**config.mk**
```make
export PLATFORM = sky130hd
export DESIGN_NAME = rvfi_tracer
export DESIGN_NICKNAME = d
export VERILOG_FILES = /design/src/rtl/core_pkg.sv /design/src/rtl/rvfi_pkg.sv /design/src/rtl/rvfi_tracer.sv /design/src/rtl/rvfi_retire.sv /design/src/rtl/rvfi_data_track.sv /design/src/rtl/rvfi_insn_track.sv
export VERILOG_INCLUDE_DIRS = /design/src /design/src/rtl
export SDC_FILE = /design/constraint.sdc
export NUM_CORES = 1
export LEC_CHECK = 0
export BUFFER_PORTS_ARGS = -buffer_cell sky130_fd_sc_hd__buf_2
export CAP_MARGIN = 20
export CORE_AREA = 3 3 381 383
export CTS_CLUSTER_DIAMETER = 30
export CTS_CLUSTER_SIZE = 16
export DETAILED_ROUTE_END_ITERATION = 12
export DIE_AREA = 0 0 384 386
export PLACE_DENSITY = 0.5
export SYNTH_ARGS = -nofsm -noshare
export SYNTH_HDL_FRONTEND = slang
export SYNTH_SLANG_ARGS = --single-unit
```
**constraint.sdc**
```tcl
create_clock -name clk_i -period 4.5 [get_ports clk_i]
set_input_delay 0.9 -clock clk_i [delete_from_list [all_inputs] [get_ports clk_i]]
set_output_delay 0.9 -clock clk_i [all_outputs]
set_load 0.02 [all_outputs]
```
**src/rtl/rvfi_cfg.svh**
```systemverilog
`ifndef RVFI_CFG_SVH
`define RVFI_CFG_SVH

// RV32 data and PC width
`define RVFI_XLEN 32

// Integer register index
`define RVFI_REG_AW 5

// Retirement order counter
`define RVFI_ORDER_W 64

// One enable bit per data byte
`define RVFI_BEN_W 4

`endif
```
**src/rtl/core_pkg.sv**
```systemverilog
`include "rvfi_cfg.svh"

package core_pkg;

    typedef logic [`RVFI_XLEN-1:0]   word_t;
    typedef logic [`RVFI_REG_AW-1:0] reg_addr_t;
    typedef logic [`RVFI_BEN_W-1:0]  ben_t;

    ////////////////////////////////////////////////////////////
    // Core control encodings
    ////////////////////////////////////////////////////////////

    typedef enum logic [1:0] {
        NPC_SEQ       = 2'b00,
        NPC_JUMP      = 2'b01,
        NPC_BRANCH    = 2'b10,
        NPC_EXCEPTION = 2'b11
    } next_pc_mux_t;

    typedef enum logic [1:0] {
        ALU_SRC1_RS1  = 2'b00,
        ALU_SRC1_PC   = 2'b01,
        ALU_SRC1_ZERO = 2'b10
    } alu_src1_t;

    typedef enum logic {
        ALU_SRC2_RS2 = 1'b0,
        ALU_SRC2_IMM = 1'b1
    } alu_src2_t;

    typedef enum logic [1:0] {
        PC_SEQ    = 2'b00,
        PC_JAL    = 2'b01,
        PC_JALR   = 2'b10,
        PC_BRANCH = 2'b11
    } pc_source_t;

    typedef enum logic [1:0] {
        CSR_READ  = 2'b00,
        CSR_WRITE = 2'b01,
        CSR_SET   = 2'b10,
        CSR_CLEAR = 2'b11
    } csr_op_t;

    ////////////////////////////////////////////////////////////
    // Per-stage observation bundles
    ////////////////////////////////////////////////////////////

    typedef struct packed {
        logic valid;
        logic stall;
        logic flush;
    } stage_ctrl_t;

    typedef struct packed {
        word_t        pc;
        next_pc_mux_t next_pc_mux;
    } if_obs_t;

    typedef struct packed {
        word_t      instr;
        logic       trap;
        reg_addr_t  rs1_addr;
        reg_addr_t  rs2_addr;
        word_t      rs1_rdata;
        word_t      rs2_rdata;
        word_t      pc;
        alu_src1_t  alu_src1;
        alu_src2_t  alu_src2;
        pc_source_t pc_source;
        word_t      jump_target;
        logic       mem_wen;
    } id_obs_t;

    typedef struct packed {
        logic    trap;
        word_t   branch_target;
        logic    branch_decision;
        word_t   csr_wdata;
        word_t   csr_rdata;
        csr_op_t csr_op;
    } ex_obs_t;

    typedef struct packed {
        word_t addr;
        word_t wdata;
        logic  wen;
        ben_t  ben;
    } mem_obs_t;

    typedef struct packed {
        reg_addr_t rd_addr;
        logic      reg_wen;
        word_t     reg_wdata;
        word_t     mem_rdata;
    } wb_obs_t;

endpackage

```
**src/rtl/rvfi_pkg.sv**
```systemverilog
`include "rvfi_cfg.svh"

package rvfi_pkg;

    typedef logic [`RVFI_ORDER_W-1:0] order_t;

    // Instruction side of a retiring entry
    typedef struct packed {
        core_pkg::word_t     instr;
        logic                trap;
        logic                intr;
        core_pkg::reg_addr_t rs1_addr;
        core_pkg::reg_addr_t rs2_addr;
        core_pkg::word_t     rs1_rdata;
        core_pkg::word_t     rs2_rdata;
        core_pkg::word_t     pc_rdata;
        core_pkg::word_t     pc_wdata;
    } insn_trace_t;

    // Data memory and CSR side of a retiring entry
    typedef struct packed {
        core_pkg::word_t mem_addr;
        core_pkg::ben_t  mem_rmask;
        core_pkg::ben_t  mem_wmask;
        core_pkg::word_t mem_wdata;
        core_pkg::word_t csr_rdata;
        core_pkg::word_t csr_wdata;
        logic            csr_wen;
    } data_trace_t;

    ////////////////////////////////////////////////////////////
    // Retirement record, RVFI field set
    ////////////////////////////////////////////////////////////

    typedef struct packed {
        logic                valid;
        order_t              order;
        core_pkg::word_t     insn;
        logic                trap;
        logic                intr;
        core_pkg::reg_addr_t rs1_addr;
        core_pkg::reg_addr_t rs2_addr;
        core_pkg::word_t     rs1_rdata;
        core_pkg::word_t     rs2_rdata;
        core_pkg::reg_addr_t rd_addr;
        core_pkg::word_t     rd_wdata;
        core_pkg::word_t     pc_rdata;
        core_pkg::word_t     pc_wdata;
        core_pkg::word_t     mem_addr;
        core_pkg::ben_t      mem_rmask;
        core_pkg::word_t     mem_rdata;
        core_pkg::ben_t      mem_wmask;
        core_pkg::word_t     mem_wdata;
        // Shared channel for the named CSRs
        core_pkg::word_t     csr_rmask;
        core_pkg::word_t     csr_rdata;
        core_pkg::word_t     csr_wmask;
        core_pkg::word_t     csr_wdata;
    } rvfi_rec_t;

endpackage

```
**src/rtl/rvfi_tracer.sv**
```systemverilog
`timescale 1ns/100ps

module rvfi_tracer (
    input  logic                  clk_i,
    input  logic                  rst_n_i,
    input  core_pkg::stage_ctrl_t ctrl_if_i,
    input  core_pkg::stage_ctrl_t ctrl_id_i,
    input  core_pkg::stage_ctrl_t ctrl_ex_i,
    input  core_pkg::stage_ctrl_t ctrl_mem_i,
    input  core_pkg::stage_ctrl_t ctrl_wb_i,
    input  core_pkg::if_obs_t     if_i,
    input  core_pkg::id_obs_t     id_i,
    input  core_pkg::ex_obs_t     ex_i,
    input  core_pkg::mem_obs_t    mem_i,
    input  core_pkg::wb_obs_t     wb_i,
    output rvfi_pkg::rvfi_rec_t   rvfi_o
);

    import rvfi_pkg::*;

    insn_trace_t insn_wb;
    logic        valid_insn_wb;
    data_trace_t data_wb;

    // Instruction, operand and PC shadow pipeline
    rvfi_insn_track insn0 (
        .clk_i      (clk_i),
        .rst_n_i    (rst_n_i),
        .ctrl_if_i  (ctrl_if_i),
        .ctrl_id_i  (ctrl_id_i),
        .ctrl_ex_i  (ctrl_ex_i),
        .ctrl_mem_i (ctrl_mem_i),
        .ctrl_wb_i  (ctrl_wb_i),
        .if_i       (if_i),
        .id_i       (id_i),
        .ex_i       (ex_i),
        .insn_wb_o  (insn_wb),
        .valid_wb_o (valid_insn_wb)
    );

    // CSR and data memory capture
    rvfi_data_track data0 (
        .clk_i      (clk_i),
        .rst_n_i    (rst_n_i),
        .ctrl_ex_i  (ctrl_ex_i),
        .ctrl_mem_i (ctrl_mem_i),
        .ctrl_wb_i  (ctrl_wb_i),
        .ex_i       (ex_i),
        .mem_i      (mem_i),
        .data_wb_o  (data_wb)
    );

    rvfi_retire retire0 (
        .clk_i      (clk_i),
        .rst_n_i    (rst_n_i),
        .insn_wb_i  (insn_wb),
        .valid_wb_i (valid_insn_wb),
        .data_wb_i  (data_wb),
        .wb_i       (wb_i),
        .rvfi_o     (rvfi_o)
    );

endmodule

```
**src/rtl/rvfi_retire.sv**
```systemverilog
`timescale 1ns/100ps
`include "rvfi_cfg.svh"

module rvfi_retire (
    input  logic                  clk_i,
    input  logic                  rst_n_i,
    input  rvfi_pkg::insn_trace_t insn_wb_i,
    input  logic                  valid_wb_i,
    input  rvfi_pkg::data_trace_t data_wb_i,
    input  core_pkg::wb_obs_t     wb_i,
    output rvfi_pkg::rvfi_rec_t   rvfi_o
);

    import core_pkg::*;
    import rvfi_pkg::*;

    order_t    order_q;
    logic      retire;
    reg_addr_t rd_addr;

    // Trapped instructions retire even without a valid write-back
    assign retire  = valid_wb_i || insn_wb_i.trap;
    assign rd_addr = wb_i.reg_wen ? wb_i.rd_addr : '0;

    ////////////////////////////////////////////////////////////
    // Order counter
    ////////////////////////////////////////////////////////////

    always_ff @(posedge clk_i or negedge rst_n_i) begin
        if (!rst_n_i) begin
            order_q <= '0;
        end else if (retire) begin
            order_q <= order_q + 1'b1;
        end
    end

    ////////////////////////////////////////////////////////////
    // Record assembly
    ////////////////////////////////////////////////////////////

    always_comb begin
        rvfi_o           = '0;
        rvfi_o.valid     = retire;
        rvfi_o.order     = order_q;
        rvfi_o.insn      = insn_wb_i.instr;
        rvfi_o.trap      = insn_wb_i.trap;
        rvfi_o.intr      = insn_wb_i.intr;
        rvfi_o.rs1_addr  = insn_wb_i.rs1_addr;
        rvfi_o.rs2_addr  = insn_wb_i.rs2_addr;
        rvfi_o.rs1_rdata = insn_wb_i.rs1_rdata;
        rvfi_o.rs2_rdata = insn_wb_i.rs2_rdata;
        rvfi_o.pc_rdata  = insn_wb_i.pc_rdata;
        rvfi_o.pc_wdata  = insn_wb_i.pc_wdata;

        // x0 always reads back as zero
        rvfi_o.rd_addr   = rd_addr;
        rvfi_o.rd_wdata  = (rd_addr == '0) ? '0 : wb_i.reg_wdata;

        rvfi_o.mem_addr  = data_wb_i.mem_addr;
        rvfi_o.mem_rmask = data_wb_i.mem_rmask;
        rvfi_o.mem_rdata = wb_i.mem_rdata;
        rvfi_o.mem_wmask = data_wb_i.mem_wmask;
        rvfi_o.mem_wdata = data_wb_i.mem_wdata;

        // Whole-register masks on the shared CSR channel
        rvfi_o.csr_rmask = {`RVFI_XLEN{valid_wb_i}};
        rvfi_o.csr_rdata = data_wb_i.csr_rdata;
        rvfi_o.csr_wmask = {`RVFI_XLEN{data_wb_i.csr_wen}};
        rvfi_o.csr_wdata = data_wb_i.csr_wdata;
    end

endmodule

```
**src/rtl/rvfi_data_track.sv**
```systemverilog
`timescale 1ns/100ps

module rvfi_data_track (
    input  logic                  clk_i,
    input  logic                  rst_n_i,
    input  core_pkg::stage_ctrl_t ctrl_ex_i,
    input  core_pkg::stage_ctrl_t ctrl_mem_i,
    input  core_pkg::stage_ctrl_t ctrl_wb_i,
    input  core_pkg::ex_obs_t     ex_i,
    input  core_pkg::mem_obs_t    mem_i,
    output rvfi_pkg::data_trace_t data_wb_o
);

    import core_pkg::*;
    import rvfi_pkg::*;

    data_trace_t mem_d, mem_q;
    data_trace_t wb_d, wb_q;

    ////////////////////////////////////////////////////////////
    // EX -> MEM, CSR values only
    ////////////////////////////////////////////////////////////

    always_comb begin
        mem_d = '0;
        if (!ctrl_mem_i.flush) begin
            mem_d.csr_rdata = ex_i.csr_rdata;
            mem_d.csr_wdata = ex_i.csr_wdata;
            // Every CSR op except a plain read modifies the register
            mem_d.csr_wen   = ctrl_ex_i.valid && (ex_i.csr_op != CSR_READ);
        end
    end

    always_ff @(posedge clk_i or negedge rst_n_i) begin
        if (!rst_n_i) begin
            mem_q <= '0;
        end else if (!ctrl_mem_i.stall) begin
            mem_q <= mem_d;
        end
    end

    ////////////////////////////////////////////////////////////
    // MEM -> WB, CSR values plus the data access
    ////////////////////////////////////////////////////////////

    always_comb begin
        wb_d = mem_q;
        wb_d.mem_addr  = mem_i.addr;
        wb_d.mem_wdata = mem_i.wdata;
        wb_d.mem_rmask = mem_i.ben;
        wb_d.mem_wmask = mem_i.wen ? mem_i.ben : '0;
        if (ctrl_wb_i.flush) begin
            wb_d = '0;
        end
    end

    always_ff @(posedge clk_i or negedge rst_n_i) begin
        if (!rst_n_i) begin
            wb_q <= '0;
        end else begin
            wb_q <= wb_d;
        end
    end

    assign data_wb_o = wb_q;

endmodule

```
**src/rtl/rvfi_insn_track.sv**
```systemverilog
`timescale 1ns/100ps

module rvfi_insn_track (
    input  logic                  clk_i,
    input  logic                  rst_n_i,
    input  core_pkg::stage_ctrl_t ctrl_if_i,
    input  core_pkg::stage_ctrl_t ctrl_id_i,
    input  core_pkg::stage_ctrl_t ctrl_ex_i,
    input  core_pkg::stage_ctrl_t ctrl_mem_i,
    input  core_pkg::stage_ctrl_t ctrl_wb_i,
    input  core_pkg::if_obs_t     if_i,
    input  core_pkg::id_obs_t     id_i,
    input  core_pkg::ex_obs_t     ex_i,
    output rvfi_pkg::insn_trace_t insn_wb_o,
    output logic                  valid_wb_o
);

    import core_pkg::*;
    import rvfi_pkg::*;

    logic        intr_id;
    logic        rs1_used;
    logic        rs2_used;
    insn_trace_t ex_d, ex_q;
    insn_trace_t mem_d, mem_q;
    insn_trace_t wb_d, wb_q;
    logic        valid_wb_q;

    ////////////////////////////////////////////////////////////
    // IF -> ID
    ////////////////////////////////////////////////////////////

    // Fetch redirected to the trap vector marks the fetched instruction
    always_ff @(posedge clk_i or negedge rst_n_i) begin
        if (!rst_n_i) begin
            intr_id <= 1'b0;
        end else if (!ctrl_id_i.stall) begin
            if (ctrl_id_i.flush) begin
                intr_id <= 1'b0;
            end else begin
                intr_id <= ctrl_if_i.valid && (if_i.next_pc_mux == NPC_EXCEPTION);
            end
        end
    end

    ////////////////////////////////////////////////////////////
    // ID -> EX
    ////////////////////////////////////////////////////////////

    // Report only the operands the instruction actually reads
    assign rs1_used = (id_i.alu_src1 == ALU_SRC1_RS1) || (id_i.pc_source == PC_JALR);
    assign rs2_used = (id_i.alu_src2 == ALU_SRC2_RS2) || id_i.mem_wen;

    always_comb begin
        ex_d          = '0;
        ex_d.instr    = id_i.instr;
        ex_d.pc_rdata = id_i.pc;
        if (rs1_used) begin
            ex_d.rs1_addr  = id_i.rs1_addr;
            ex_d.rs1_rdata = id_i.rs1_rdata;
        end
        if (rs2_used) begin
            ex_d.rs2_addr  = id_i.rs2_addr;
            ex_d.rs2_rdata = id_i.rs2_rdata;
        end
        if (!ctrl_ex_i.flush) begin
            // A taken branch in EX squashes the decode trap
            ex_d.trap = id_i.trap && !ctrl_id_i.stall && !ex_i.branch_decision;
            ex_d.intr = intr_id;
            if (id_i.pc_source inside {PC_JAL, PC_JALR}) begin
                ex_d.pc_wdata = id_i.jump_target;
            end else begin
                ex_d.pc_wdata = if_i.pc;
            end
        end
    end

    always_ff @(posedge clk_i or negedge rst_n_i) begin
        if (!rst_n_i) begin
            ex_q <= '0;
        end else if (!ctrl_ex_i.stall) begin
            ex_q <= ex_d;
        end
    end

    ////////////////////////////////////////////////////////////
    // EX -> MEM
    ////////////////////////////////////////////////////////////

    always_comb begin
        mem_d = ex_q;
        if (ctrl_mem_i.flush) begin
            mem_d.trap     = 1'b0;
            mem_d.intr     = 1'b0;
            mem_d.pc_wdata = '0;
        end else begin
            mem_d.trap = ex_q.trap || (ex_i.trap && !ctrl_ex_i.stall);
            // Branch outcome overrides the sequential next PC
            if (ex_i.branch_decision) begin
                mem_d.pc_wdata = ex_i.branch_target;
            end
        end
    end

    always_ff @(posedge clk_i or negedge rst_n_i) begin
        if (!rst_n_i) begin
            mem_q <= '0;
        end else if (!ctrl_mem_i.stall) begin
            mem_q <= mem_d;
        end
    end

    ////////////////////////////////////////////////////////////
    // MEM -> WB
    ////////////////////////////////////////////////////////////

    always_comb begin
        wb_d = mem_q;
        if (ctrl_wb_i.flush) begin
            wb_d.trap     = 1'b0;
            wb_d.intr     = 1'b0;
            wb_d.pc_wdata = '0;
        end
    end

    // WB never stalls
    always_ff @(posedge clk_i or negedge rst_n_i) begin
        if (!rst_n_i) begin
            wb_q       <= '0;
            valid_wb_q <= 1'b0;
        end else begin
            wb_q       <= wb_d;
            valid_wb_q <= ctrl_mem_i.valid && !ctrl_wb_i.flush;
        end
    end

    assign insn_wb_o  = wb_q;
    assign valid_wb_o = valid_wb_q;

endmodule

```
=== Word-level counts from Yosys, hierarchy flattened ===
Cells that the tools add are included.

* Output and inout bits: 506
* Logic and storage cells: 82
* Register bits after elaboration: 784

* Mux-type cells: 19
* Bitwise operators: 1
* Equality and inequality tests: 3
* Reductions and logical operators: 18
* Add/sub/neg operators: 1

{| class="wikitable"
|+ Operators with widths
! kind !! number
|-
| 2-to-1 mux 32 bit || 8
|-
| 2-to-1 mux 137 bit || 1
|-
| 2-to-1 mux 65 bit || 1
|-
| adder 64 x 1 -> 64 bit (second input constant) || 1
|-
| 2-to-1 mux 5 bit || 3
|-
| logical AND 1 bit || 6
|-
| zero test 5 bit || 1
|-
| == test 2 bit (second input constant) || 2
|-
| zero test 1 bit || 4
|-
| logical OR 1 bit || 4
|-
| 2-to-1 mux 2 bit || 2
|-
| 2-to-1 mux 4 bit || 1
|-
| nonzero test 2 bit || 2
|-
| 2-to-1 mux 1 bit || 3
|-
| == test 2 x 1 -> 1 bit (second input constant) || 1
|-
| zero test 2 bit || 1
|-
| NOT 1 bit || 1
|}

=== Logic depth before layout (Yosys ltp) ===
Gate-level depths: netlist of the first run.

* Depth in word-level cells: 4
* Mapped depth: 7
* Depth with buffers taken out: 6

=== By module ===
Synthesis of the first run repeated with hierarchy kept, for this count alone.

* Cell total of the unflattened synthesis: 2,580
* Area total of the unflattened synthesis: 31,753.0 um^2

{| class="wikitable"
|+ Modules (own cells, without submodules)
! module !! sequential area each (um^2) !! cells an instance !! instances !! area each (um^2)
|-
| rvfi_insn_track || 12,962.4 || 1,260 || 1 || 18,208.7
|-
| rvfi_data_track || 5,054.8 || 569 || 1 || 7,114.3
|-
| rvfi_retire || 1,601.5 || 751 || 1 || 6,429.9
|}

=== Worst setup path after synthesis of the first run ===
No wires, ideal clock.

* Path type: input port to output port
* Start point: in wb_i[67] (netlist name)
* End point: out rvfi_o[297] (netlist name)
* Arrival: 2,256 ps
* Stages: 5
* Buffers on the path: 1
* Path slack: 1,344 ps
* Required time: 3,600 ps
* Cells stage by stage: and2_1 > nor2_1 > or4b_2 > clkbuf_1 > and2_1

{| class="wikitable"
|+ RTL lines
! item !! RTL line !! RTL
|-
| start, declared || rvfi_tracer.sv:15 || <nowiki>input core_pkg::wb_obs_t wb_i,</nowiki>
|-
| end, declared || rvfi_tracer.sv:16 || <nowiki>output rvfi_pkg::rvfi_rec_t rvfi_o</nowiki>
|}

==> impl_metrics.env, run 1 <==
export IMPL_insertion_delay_ps=790
export IMPL_top_level_ports=973
export IMPL_vias_per_cell=3.862
export IMPL_core_um2=141800
export IMPL_grt_max_degree=120
export IMPL_yosys_top_cells_count="dfrtp_1 (784), nand2_1 (224), mux2_2 (203), nor2b_1 (168), o21ai_0 (133)"
export IMPL_hold_path_class="in -> async"
export IMPL_synth_async_reset_ratio_pct=100.0
export IMPL_synth_most_common_cell="dfrtp_1"
export IMPL_grt_overflow_total=0
export IMPL_path_cells="buf_2, and2_1, or4b_2, and2_1, buf_2"
export IMPL_fin_crit_ps=3494
export IMPL_rr_worst_depth=5
export IMPL_drt_iter0_markers=848
export IMPL_critPathKind="in -> out"
export IMPL_numCtsBuffers=192
export IMPL_power_leakage_nw=20.75
export IMPL_wl_met3_um=11330
export IMPL_cp_slowest_stage_delay_ps=870
export IMPL_skew_ps=56.55
export IMPL_period_share_pct=77.65
export IMPL_status="finished, final reports clean"
export IMPL_area_delta_synth_final_pct=45.63
export IMPL_grt_pass1_vias=20560
export IMPL_post_cts_resize_count=0
export IMPL_max_slew_worst_pin_slew_ps=1120
export IMPL_cts_setup_buffers=0
export IMPL_start_util_pct=20.18
export IMPL_final_antenna_net_count=0
export IMPL_grt_first_pass_wirelength_um=141800
export IMPL_cts_tree="yes"
export IMPL_die_area_um2=148200
export IMPL_clock_path_buffers=3
export IMPL_cts_sinks=784
export IMPL_worstPathArrival_ps=2590
export IMPL_final_area_um2=41660
export IMPL_rsz0062_at_grt="false"
export IMPL_die_w_um=384
export IMPL_holdWs_ps=141.0
export IMPL_syn_area_um2=28610
export IMPL_max_vdd_ir_drop_v=0.0003649
export IMPL_setup_viol=0
export IMPL_synthFlopType="dfrtp_1"
export IMPL_avgSynthCellArea_um2=13.75
export IMPL_finalWorstSetupSlack_ps=1006
export IMPL_clockRootBuffer="clkbuf_16"
export IMPL_drt_met1_wl_um=40240
export IMPL_crit_path_max_fanout=32
export IMPL_cts_hold_buf=0
export IMPL_synth_edff_count=0
export IMPL_ys_seq_area_share_pct=68.58
export IMPL_post_place_ws_ps=1037
export IMPL_path_delay_family="simple AND/OR/NAND/NOR gates"
export IMPL_critPathLaunchType="primary input"
export IMPL_gp_congestion=0.8279
export IMPL_cts_htree_levels=4
export IMPL_clock_fmax_mhz=286.2
export IMPL_total_power_mw=24.30
export IMPL_routed_wl_um=100200
export IMPL_p_per_area_nw_per_um2=583.3
export IMPL_wire_per_inst_um=19.76
export IMPL_ys_warn_count=0
export IMPL_dr_wl_met2_um=45290
export IMPL_fin_nets=3483
export IMPL_path_buf_inv=2
export IMPL_die_h_um=386
export IMPL_cpMaxStageDelayCell="or4b_2"
export IMPL_ys_types=42
export IMPL_fin_tns_setup_ps=0
export IMPL_yosysTopAreaCell="dfrtp_1"
export IMPL_drv_slew=0
export IMPL_dpl_hpwl_um=72120
export IMPL_final_hold_viol_count=0
export IMPL_endpoint_kind="output port"
export IMPL_place_area_um2=34800
export IMPL_vias=19580
export IMPL_antenna_found_initial=27
export IMPL_portBuffers=903
export IMPL_relSlewSlack_pct=25.35
export IMPL_syn_inst=2080
export IMPL_grt_usage_pct=13.15
export IMPL_ys_seq_elements=784
export IMPL_dr_pass1_iters=5
export IMPL_cts_clk_slew_worst_paths_ps=40
export IMPL_synth_area_leaders="dfrtp_1 (69%), mux2_2 (8.0%), nor2b_1 (3.7%), nand2_1 (2.9%), buf_4 (2.5%)"
export IMPL_cp_required_ps=3600
export IMPL_highest_layer="met5"
export IMPL_drv_cap=0
export IMPL_rows=138
export IMPL_drc=0
export IMPL_synth_top_cell_area_share_pct=68.58
export IMPL_synth_nets=2549
export IMPL_drive_gt1_share_pct=47.46
export IMPL_cp_depth=5
[power by group]
group / switching (mW) / total, mW / internal, mW
sequential: 0.328 / 8.06 / 7.73
clock: 4.42 / 14.2 / 9.76
combinational: 1.28 / 2.07 / 0.789
total: 6.02 / 24.3 / 18.3
[worst paths after layout]
path                             startpoint              endpoint  slack (ps)
setup / recovery                   wb_i[69]           rvfi_o[302]        1010
hold / removal                      rst_n_i   insn0.insn_wb_o[60]         140
setup reg to reg           insn0.valid_wb_o   retire0.order_q[60]        1670
hold reg to reg            insn0.mem_q[171]  insn0.insn_wb_o[171]         340
max in group asynchronous           rst_n_i       insn0.mem_q[65]        3140
min in group clk_i                 id_i[71]        insn0.ex_q[65]         330
[worst reg2reg max path, delay by kind of cell (launching register included)]
kind / cells / cell delay, ps
flops: 1 / 1070
simple gates: 3 / 1220
compound gates: 1 / 310
xor+xnor: 1 / 180
[sequential cells by signal, indices dropped and copies added, names as in the netlist]
register          cells
insn0.insn_wb_o     172
insn0.intr_id         1
retire0.order_q      64
insn0.ex_q          172
data0.data_wb_o     137
insn0.mem_q         172
data0.mem_q          65
insn0.valid_wb_o      1
[cell type report]
type,instances,area (um2)
Clock buffer,243,5310
Tap cell,1890,2365
Inverter,12,45.04
Fill cell,14640,100100
Timing Repair Buffer,941,4977
Multi-Input combinational cell,1083,7810
Clock inverter,108,1511
Sequential cell,784,19620
Antenna cell,10,25.02
[logic make-up (layout without fill, tap and decap cells)]
family          Yosys count  in the layout  synth area share, %
compound gates          213            213                4.802
xor+xnor                 63             63                1.929
fa+ha+maj                 2              2              0.08746
buf+inv                 213           1304                4.199
flops                   784            784                68.58
mux                     267            267                10.23
other cells               0             10                    0
simple gates            538            538                10.18
[routing by layer]
layer  track usage (%)  up-vias
met2             19.93      881
li1                  -     8825
met4             5.368       18
met1             15.72     9640
met5                 0        -
met3             6.678      218
[cell usage in the layout, fill, tap and decap left out, types with 9 or more instances in the layout]
master,count
a22o_1,75
and2_1,43
and3_1,9
buf_12,11
buf_2,899
buf_4,27
bufinv_16,25
clkbuf_1,23
clkbuf_16,195
clkbuf_8,26
clkinv_16,9
clkinv_2,38
clkinvlp_4,18
dfrtp_1,784
diode_2,10
inv_1,11
inv_6,9
mux2_2,203
mux2i_1,64
nand2_1,224
nand3_1,13
nor2_1,16
nor2b_1,168
nor3_1,14
o21ai_0,133
xnor2_1,29
xor2_1,34
[per-stage QoR]
stage | utilization (%) | cells
2_1_floorplan | - | 2080
3_3_place_gp | 24.55 | 4709
3_5_place_dp | 24.55 | 4709
4_1_cts | 29.36 | 5060
5_1_grt | 29.38 | 5066
6_report | 29.39 | 5071
(Power assumes the default switching activity.)
==> run 2, diff against run 1 <==
- ABC_AREA: unset -> 1
- CORE_AREA: 3 3 381 383 -> 3 3 376 378
- DIE_AREA: 0 0 384 386 -> 0 0 379 381
- PLACE_DENSITY: 0.5 -> 0.53
- clock period: 4.5 -> 3 ns (I/O delays scaled with it)
==> run 2 against run 1 <==
Clock skew decreased by 3.4 ps; synthesized area increased by 3.1%; power increased by 48%; clock-buffer cell count decreased by 20; first-iteration DRC count increased by 42%; combinational power increased by 58%; sequential share of layout area decreased by 3.0 points; global-route usage increased by 1.9 points; flip-flop and latch count unchanged; worst hold slack got worse by 61 ps; clock power increased by 46%.
==> impl_metrics.env, run 2 <==
export IMPL_nFillCells=14130
export IMPL_post_cts_resize_count=0
export IMPL_drv_cap=0
export IMPL_synth_edff_count=0
export IMPL_setup_viol=0
export IMPL_synth_nets=3462
export IMPL_final_common_cell="buf_2"
export IMPL_power_switching_mw=9.256
export IMPL_cp_startpoint="insn0.valid_wb_o"
export IMPL_place_area_um2=35740
export IMPL_start_util_pct=21.40
export IMPL_fin_nets=4597
export IMPL_portBuffers=903
export IMPL_dpl_hpwl_um=80700
export IMPL_grt_pass1_vias=25440
export IMPL_crit_path_max_fanout=8
export IMPL_path_cells="nor2_2, inv_1, buf_2"
export IMPL_max_slew_worst_pin_slew_ps=958.6
export IMPL_final_antenna_net_count=0
export IMPL_fin_crit_ps=2646
export IMPL_grt_max_degree=95
export IMPL_clock_fmax_mhz=377.9
export IMPL_comb_power_share_pct=9.1
export IMPL_insertion_delay_ps=780
export IMPL_gp_congestion=0.8827
export IMPL_area_delta_synth_final_pct=50.81
export IMPL_drt_iter0_markers=1204
export IMPL_synth_top_cell_area_share_pct=66.52
export IMPL_numCtsBuffers=183
export IMPL_fin_tns_setup_ps=0
export IMPL_clockRootBuffer="clkbuf_16"
export IMPL_die_area_um2=144400
export IMPL_p_int_mw=26.71
export IMPL_rows=136
export IMPL_cts_clk_slew_worst_paths_ps=40
export IMPL_ys_warn_count=0
export IMPL_synth_async_reset_ratio_pct=100.0
export IMPL_drive_gt1_share_pct=30.99
export IMPL_path_delay_family="simple AND/OR/NAND/NOR gates"
export IMPL_cpMaxStageDelayCell="nor2_2"
export IMPL_relSlewSlack_pct=36.10
export IMPL_final_area_um2=44480
export IMPL_power_leakage_nw=23.10
export IMPL_synth_area_leaders="dfrtp_1 (67%), nand2_1 (8.7%), o21ai_0 (5.2%), inv_1 (4.7%), nor2_1 (4.1%)"
export IMPL_endpoint_kind="output port"
export IMPL_max_vdd_ir_drop_v=0.0004629
export IMPL_ys_types=33
export IMPL_dr_pass1_iters=5
export IMPL_p_clk_share_pct=57.8
export IMPL_period_share_pct=88.20
export IMPL_vias_per_cell=4.028
export IMPL_top_level_ports=973
export IMPL_cp_slowest_stage_delay_ps=430
export IMPL_grt_usage_pct=15.09
export IMPL_core_um2=137800
export IMPL_grt_overflow_total=0
export IMPL_multi_input_area_um2=7273
export IMPL_p_per_area_nw_per_um2=808.7
export IMPL_clock_path_buffers=3
export IMPL_yosysTopAreaCell="dfrtp_1"
export IMPL_cts_setup_buffers=0
export IMPL_regArea_um2=19620
export IMPL_ys_seq_area_share_pct=66.52
export IMPL_status="finished, final reports clean"
export IMPL_drv_slew=0
export IMPL_die_w_um=379
export IMPL_worstReg2RegStart="retire0.order_q[1]"
export IMPL_worstPathArrival_ps=2050
export IMPL_cts_sinks=784
export IMPL_hold_path_class="in -> reg"
export IMPL_switching_share_pct=25.73
export IMPL_final_hold_viol_count=0
export IMPL_grt_first_pass_wirelength_um=161700
export IMPL_cts_hold_buf=207
export IMPL_synthFlopType="dfrtp_1"
export IMPL_seqPwrFrac_pct=33.1
export IMPL_routed_wl_um=111000
export IMPL_min_from="ex_i[86]"
export IMPL_ys_seq_elements=784
export IMPL_antenna_found_initial=24
export IMPL_rsz0062_at_grt="false"
export IMPL_yosys_top_cells_count="dfrtp_1 (784), nand2_1 (680), inv_1 (367), nor2_1 (320), o21ai_0 (304)"
export IMPL_syn_inst=2993
export IMPL_die_h_um=381
export IMPL_vias=24540
export IMPL_cts_tree="yes"
export IMPL_drc=0
export IMPL_critPathLaunchType="register"
export IMPL_mostFrequentLayoutCells="buf_2 (900), dfrtp_1 (784), nand2_1 (679)"
export IMPL_wire_per_inst_um=18.21
export IMPL_cts_htree_levels=4
export IMPL_synth_most_common_cell="dfrtp_1"
export IMPL_critPathKind="reg -> out"
export IMPL_cp_required_ps=2400
export IMPL_skew_ps=53.11
export IMPL_syn_area_um2=29490
export IMPL_path_buf_inv=2
export IMPL_avgSynthCellArea_um2=9.855
## run 2: cell types whose count changed after synthesis, moves of 31 or more
cell	change
nor2_1	+303
a22o_1	-75
and2_1	-41
o22ai_1	+35
mux2i_1	-64
inv_1	+355
o21ai_0	+171
mux2_2	-203
nand2_1	+456
a21oi_1	+31
nor2b_1	-168
nand3_1	+97
## run 2: per-layer routing
layer / part of all wire (%) / global-route usage (%) / vias to the layer above
li1: - / - / 11520
met1: 38 / 16.55 / 11780
met2: 49 / 25.09 / 972
met3: 8.2 / 5.387 / 255
met4: 4.8 / 8.746 / 16
met5: 0.081 / 0 / -
## run 2: cell families after synthesis
logic type	share of synthesized area [%]
simple gates	16.53
buf+inv	8.913
fa+ha+maj	0.08483
compound gates	6.647
flops	66.52
xor+xnor	1.307
## run 2: worst reg2reg max path, cell delays in order (launching register included)
cell,delay (ps)
dfrtp_1,410
ha_1,180
inv_1,70
nor2_2,170
nand2_1,130
nor2_1,210
nand3_1,170
nor2_4,260
nand2_1,90
nand2_1,60
nand2_1,50
## run 2: final timing paths
path	endpoint	slack, ps	cells after the start
hold reg to reg	insn0.insn_wb_o[121]	350	0
setup / recovery	rvfi_o[505]	350	3
min in group asynchronous	insn0.insn_wb_o[160]	340	2
hold / removal	insn0.mem_q[19]	80	3
max in group asynchronous	data0.mem_q[64]	1490	3
setup reg to reg	retire0.order_q[38]	1140	10
## run 2: area by class of cell
| class | instances | area share, % |
|---|---|---|
| Antenna cell | 21 | 0.1181 |
| Clock buffer | 223 | 11.20 |
| Sequential cell | 784 | 44.11 |
| Timing Repair Buffer | 1173 | 16.35 |
| Clock inverter | 113 | 3.682 |
| Inverter | 370 | 3.145 |
| Tap cell | 1794 | 5.046 |
| Multi-Input combinational cell | 1616 | 16.35 |
## run 2: per-stage QoR
step                worst slack [ps]  utilization (%)  hold slack, ps  power [mW]  std cells
floorplan                      807.1                -           304.4       13.54       2993
global placement               736.9            25.93           359.2       15.15       5530
detailed placement             720.1            25.93           359.6       15.18       5530
CTS                            147.4            32.23          0.1006       36.46       6073
global route                   112.2            32.27           18.78       37.40       6094
finish                         353.9            32.27           79.79       35.97       6094
## run 2: power groups by stage
stage | clock [mW] | sequential (mW) | combinational, mW
global route | 21.8 | 12.0 | 3.64
finish | 20.8 | 11.9 | 3.28
detailed placement | 0 | 12.0 | 3.13
CTS | 21.2 | 11.9 | 3.37
floorplan | 0 | 12.4 | 1.13
global placement | 0 | 12.0 | 3.12
==> run 3, diff against run 2 <==
- PLACE_DENSITY: 0.53 -> 0.54
- SYNTH_HIERARCHICAL: unset -> 1
- clock period: 3 -> 2.8 ns (I/O delays scaled with it)
==> run 3 against run 2 <==
Sequential power increased by 8%; worst hold slack got worse by 15 ps; setup slack got worse by 130 ps; largest cell class unchanged; largest power group unchanged.
==> impl_metrics.env, run 3 <==
export IMPL_mostFrequentLayoutCells="nand2_1 (1061), buf_2 (899), dfrtp_1 (784)"
export IMPL_comb_power_share_pct=9.1
export IMPL_seqPwrFrac_pct=33.2
export IMPL_synth_top_cell_area_share_pct=58.90
export IMPL_critPathLaunchType="register"
export IMPL_path_cells="nor2_2, inv_2, buf_2"
export IMPL_grt_first_pass_wirelength_um=154100
export IMPL_max_vdd_ir_drop_v=0.0004856
export IMPL_clock_fmax_mhz=388.9
export IMPL_clockRootBuffer="clkbuf_16"
export IMPL_ys_types=27
export IMPL_path_delay_family="buffers and inverters"
export IMPL_cts_tree="yes"
export IMPL_drt_iter0_markers=1309
export IMPL_synth_async_reset_ratio_pct=100.0
export IMPL_avgSynthCellArea_um2=9.024
export IMPL_die_area_um2=144400
export IMPL_final_core_util_pct=33.30
export IMPL_rsz0062_at_grt="false"
export IMPL_hold_path_class="in -> reg"
export IMPL_grt_overflow_total=0
export IMPL_die_w_um=379
export IMPL_dr_pass1_iters=5
export IMPL_power_leakage_nw=24.90
export IMPL_final_common_cell="nand2_1"
export IMPL_synthFlopType="dfrtp_1"
export IMPL_skew_ps=64.58
export IMPL_portBuffers=903
export IMPL_min_from="ex_i[41]"
export IMPL_synth_edff_count=0
export IMPL_fin_nets=4999
export IMPL_max_slew_worst_pin_slew_ps=765.5
export IMPL_dp_cells=5926
export IMPL_drv_cap=0
export IMPL_cpMaxStageDelayCell="dfrtp_1"
export IMPL_drc=0
export IMPL_p_clk_share_pct=57.7
export IMPL_start_util_pct=24.17
export IMPL_insertion_delay_ps=770
export IMPL_clock_path_buffers=3
export IMPL_path_buf_inv=2
export IMPL_drv_slew=0
export IMPL_rr_worst_depth=7
export IMPL_ys_warn_count=6
export IMPL_die_h_um=381
export IMPL_whs_path_depth=3
export IMPL_area_delta_synth_final_pct=37.78
export IMPL_status="finished, final reports clean"
export IMPL_synth_area_leaders="dfrtp_1 (59%), nand2_1 (12%), buf_4 (9.7%), inv_1 (5.7%), nor2_1 (3.8%)"
export IMPL_final_antenna_net_count=0
export IMPL_switching_share_pct=25.11
export IMPL_vias_per_cell=3.956
export IMPL_post_cts_resize_count=0
export IMPL_syn_inst=3691
export IMPL_dpl_hpwl_um=72800
export IMPL_power_switching_mw=9.659
export IMPL_yosysTopAreaCell="dfrtp_1"
export IMPL_synth_nets=4160
export IMPL_cp_required_ps=2240
export IMPL_grt_max_degree=117
export IMPL_instances_no_fill=6488
export IMPL_fin_crit_ps=2571
export IMPL_top_level_ports=973
export IMPL_p_per_area_nw_per_um2=838.1
export IMPL_antenna_found_initial=13
export IMPL_critPathKind="reg -> out"
export IMPL_ys_seq_elements=784
export IMPL_p_int_mw=28.80
export IMPL_cp_startpoint="insn0/valid_wb_o"
export IMPL_wire_per_inst_um=15.79
export IMPL_cp_depth=3
export IMPL_endpoint_kind="output port"
export IMPL_place_area_um2=37080
export IMPL_gp_congestion=0.8558
export IMPL_core_um2=137800
export IMPL_cts_sinks=784
export IMPL_grt_pass1_vias=26560
export IMPL_setup_viol=0
export IMPL_crit_path_max_fanout=26
export IMPL_vias=25660
export IMPL_worstPathArrival_ps=2010
export IMPL_final_area_um2=45890
export IMPL_cp_slowest_stage_delay_ps=510
export IMPL_worstReg2RegStart="insn0/valid_wb_o"
export IMPL_yosys_top_cells_count="nand2_1 (1061), dfrtp_1 (784), inv_1 (505), buf_4 (432), nor2_1 (335)"
export IMPL_fin_tns_setup_ps=0
export IMPL_syn_area_um2=33310
export IMPL_holdWs_ps=65.12
export IMPL_period_share_pct=91.83
export IMPL_relSlewSlack_pct=48.97
export IMPL_synth_most_common_cell="nand2_1"
export IMPL_cts_clk_slew_worst_paths_ps=50
export IMPL_drive_gt1_share_pct=28.82
export IMPL_rows=136
export IMPL_numCtsBuffers=179
export IMPL_ys_seq_area_share_pct=58.90
export IMPL_grt_usage_pct=13.86
export IMPL_routed_wl_um=102400
export IMPL_cts_htree_levels=4
export IMPL_final_hold_viol_count=0
run 3: cell count changes in the layout (fill, tap and decap cells not counted), sizes merged, moves of 11 or more:
| cell | change |
|---|---|
| nand2 | +380 |
| inv | +131 |
| o21ai | -109 |
| o22ai | -35 |
| nand3 | +34 |
| a21oi | -33 |
| nor2 | +30 |
| buf | +12 |
| diode | -12 |
| nor3 | -11 |
run 3: worst reg2reg max path: cells and delay by family, from the launching register on:
family                 cells  cell delay (ps)
AND/OR/NAND/NOR            5              760
flip-flops                 1              510
AO/OA/AOI/OAI              1              170
buffers and inverters      1              400
run 3: what timing repair did:
action,in CTS,in global routing
endpoints found under the hold margin,247,0
buffers inserted,0,0
hold buffers,216,0
run 3: metal layers:
| layer | routed length (um) | GRT usage (%) | up-vias |
|---|---|---|---|
| met2 | 50880 | 24.02 | 861 |
| met5 | 67 | 0 | - |
| met1 | 40020 | 15.43 | 12200 |
| met4 | 4534 | 7.193 | 10 |
| met3 | 6941 | 3.844 | 231 |
| li1 | - | - | 12370 |
run 3: layout make-up:
class,instances,area (um2)
fillers,14080,91940
diodes,9,22.52
clock inverters,105,1604
flip-flops and latches,784,19620
clock buffers,231,5007
multi-input cells,1858,7940
well taps,1794,2245
repair buffers,1195,7530
inverters,512,1926
run 3: cell families after synthesis:
family / Yosys count / synth area share, %
buffers and inverters: 1049 / 17.29
AND/OR/NAND/NOR: 1619 / 19.76
adder cells (fa/ha/maj): 2 / 0.07512
flip-flops: 784 / 58.90
XOR/XNOR: 36 / 0.9466
AO/OA/AOI/OAI: 201 / 3.031
run 3: worst paths after layout:
kind | endpoint | slack (ps)
setup / recovery | rvfi_o[505] | 230
hold / removal | data0/mem_q[8] | 70
setup reg to reg | retire0/order_q[44] | 850
hold reg to reg | insn0/insn_wb_o[166] | 330
max in group asynchronous | insn0/mem_q[64] | 1450
min in group asynchronous | retire0/order_q[4] | 350
run 3: stage by stage:
stage	total power, mW	setup WS, ps
4_1_cts	38.93	110.9
3_3_place_gp	16.17	707.2
6_report	38.46	228.8
5_1_grt	40.02	90.29
2_1_floorplan	15.13	606.3
3_5_place_dp	16.22	675.5
run 3: power groups by stage:
stage                     clock network [mW]  logic, mW  registers, mW
after floorplan                            0       2.30           12.8
after global placement                     0       3.27           12.9
after detailed placement                   0       3.30           12.9
after CTS                               22.6       3.56           12.8
after global routing                    23.3       3.87           12.9
final                                   22.2       3.50           12.8
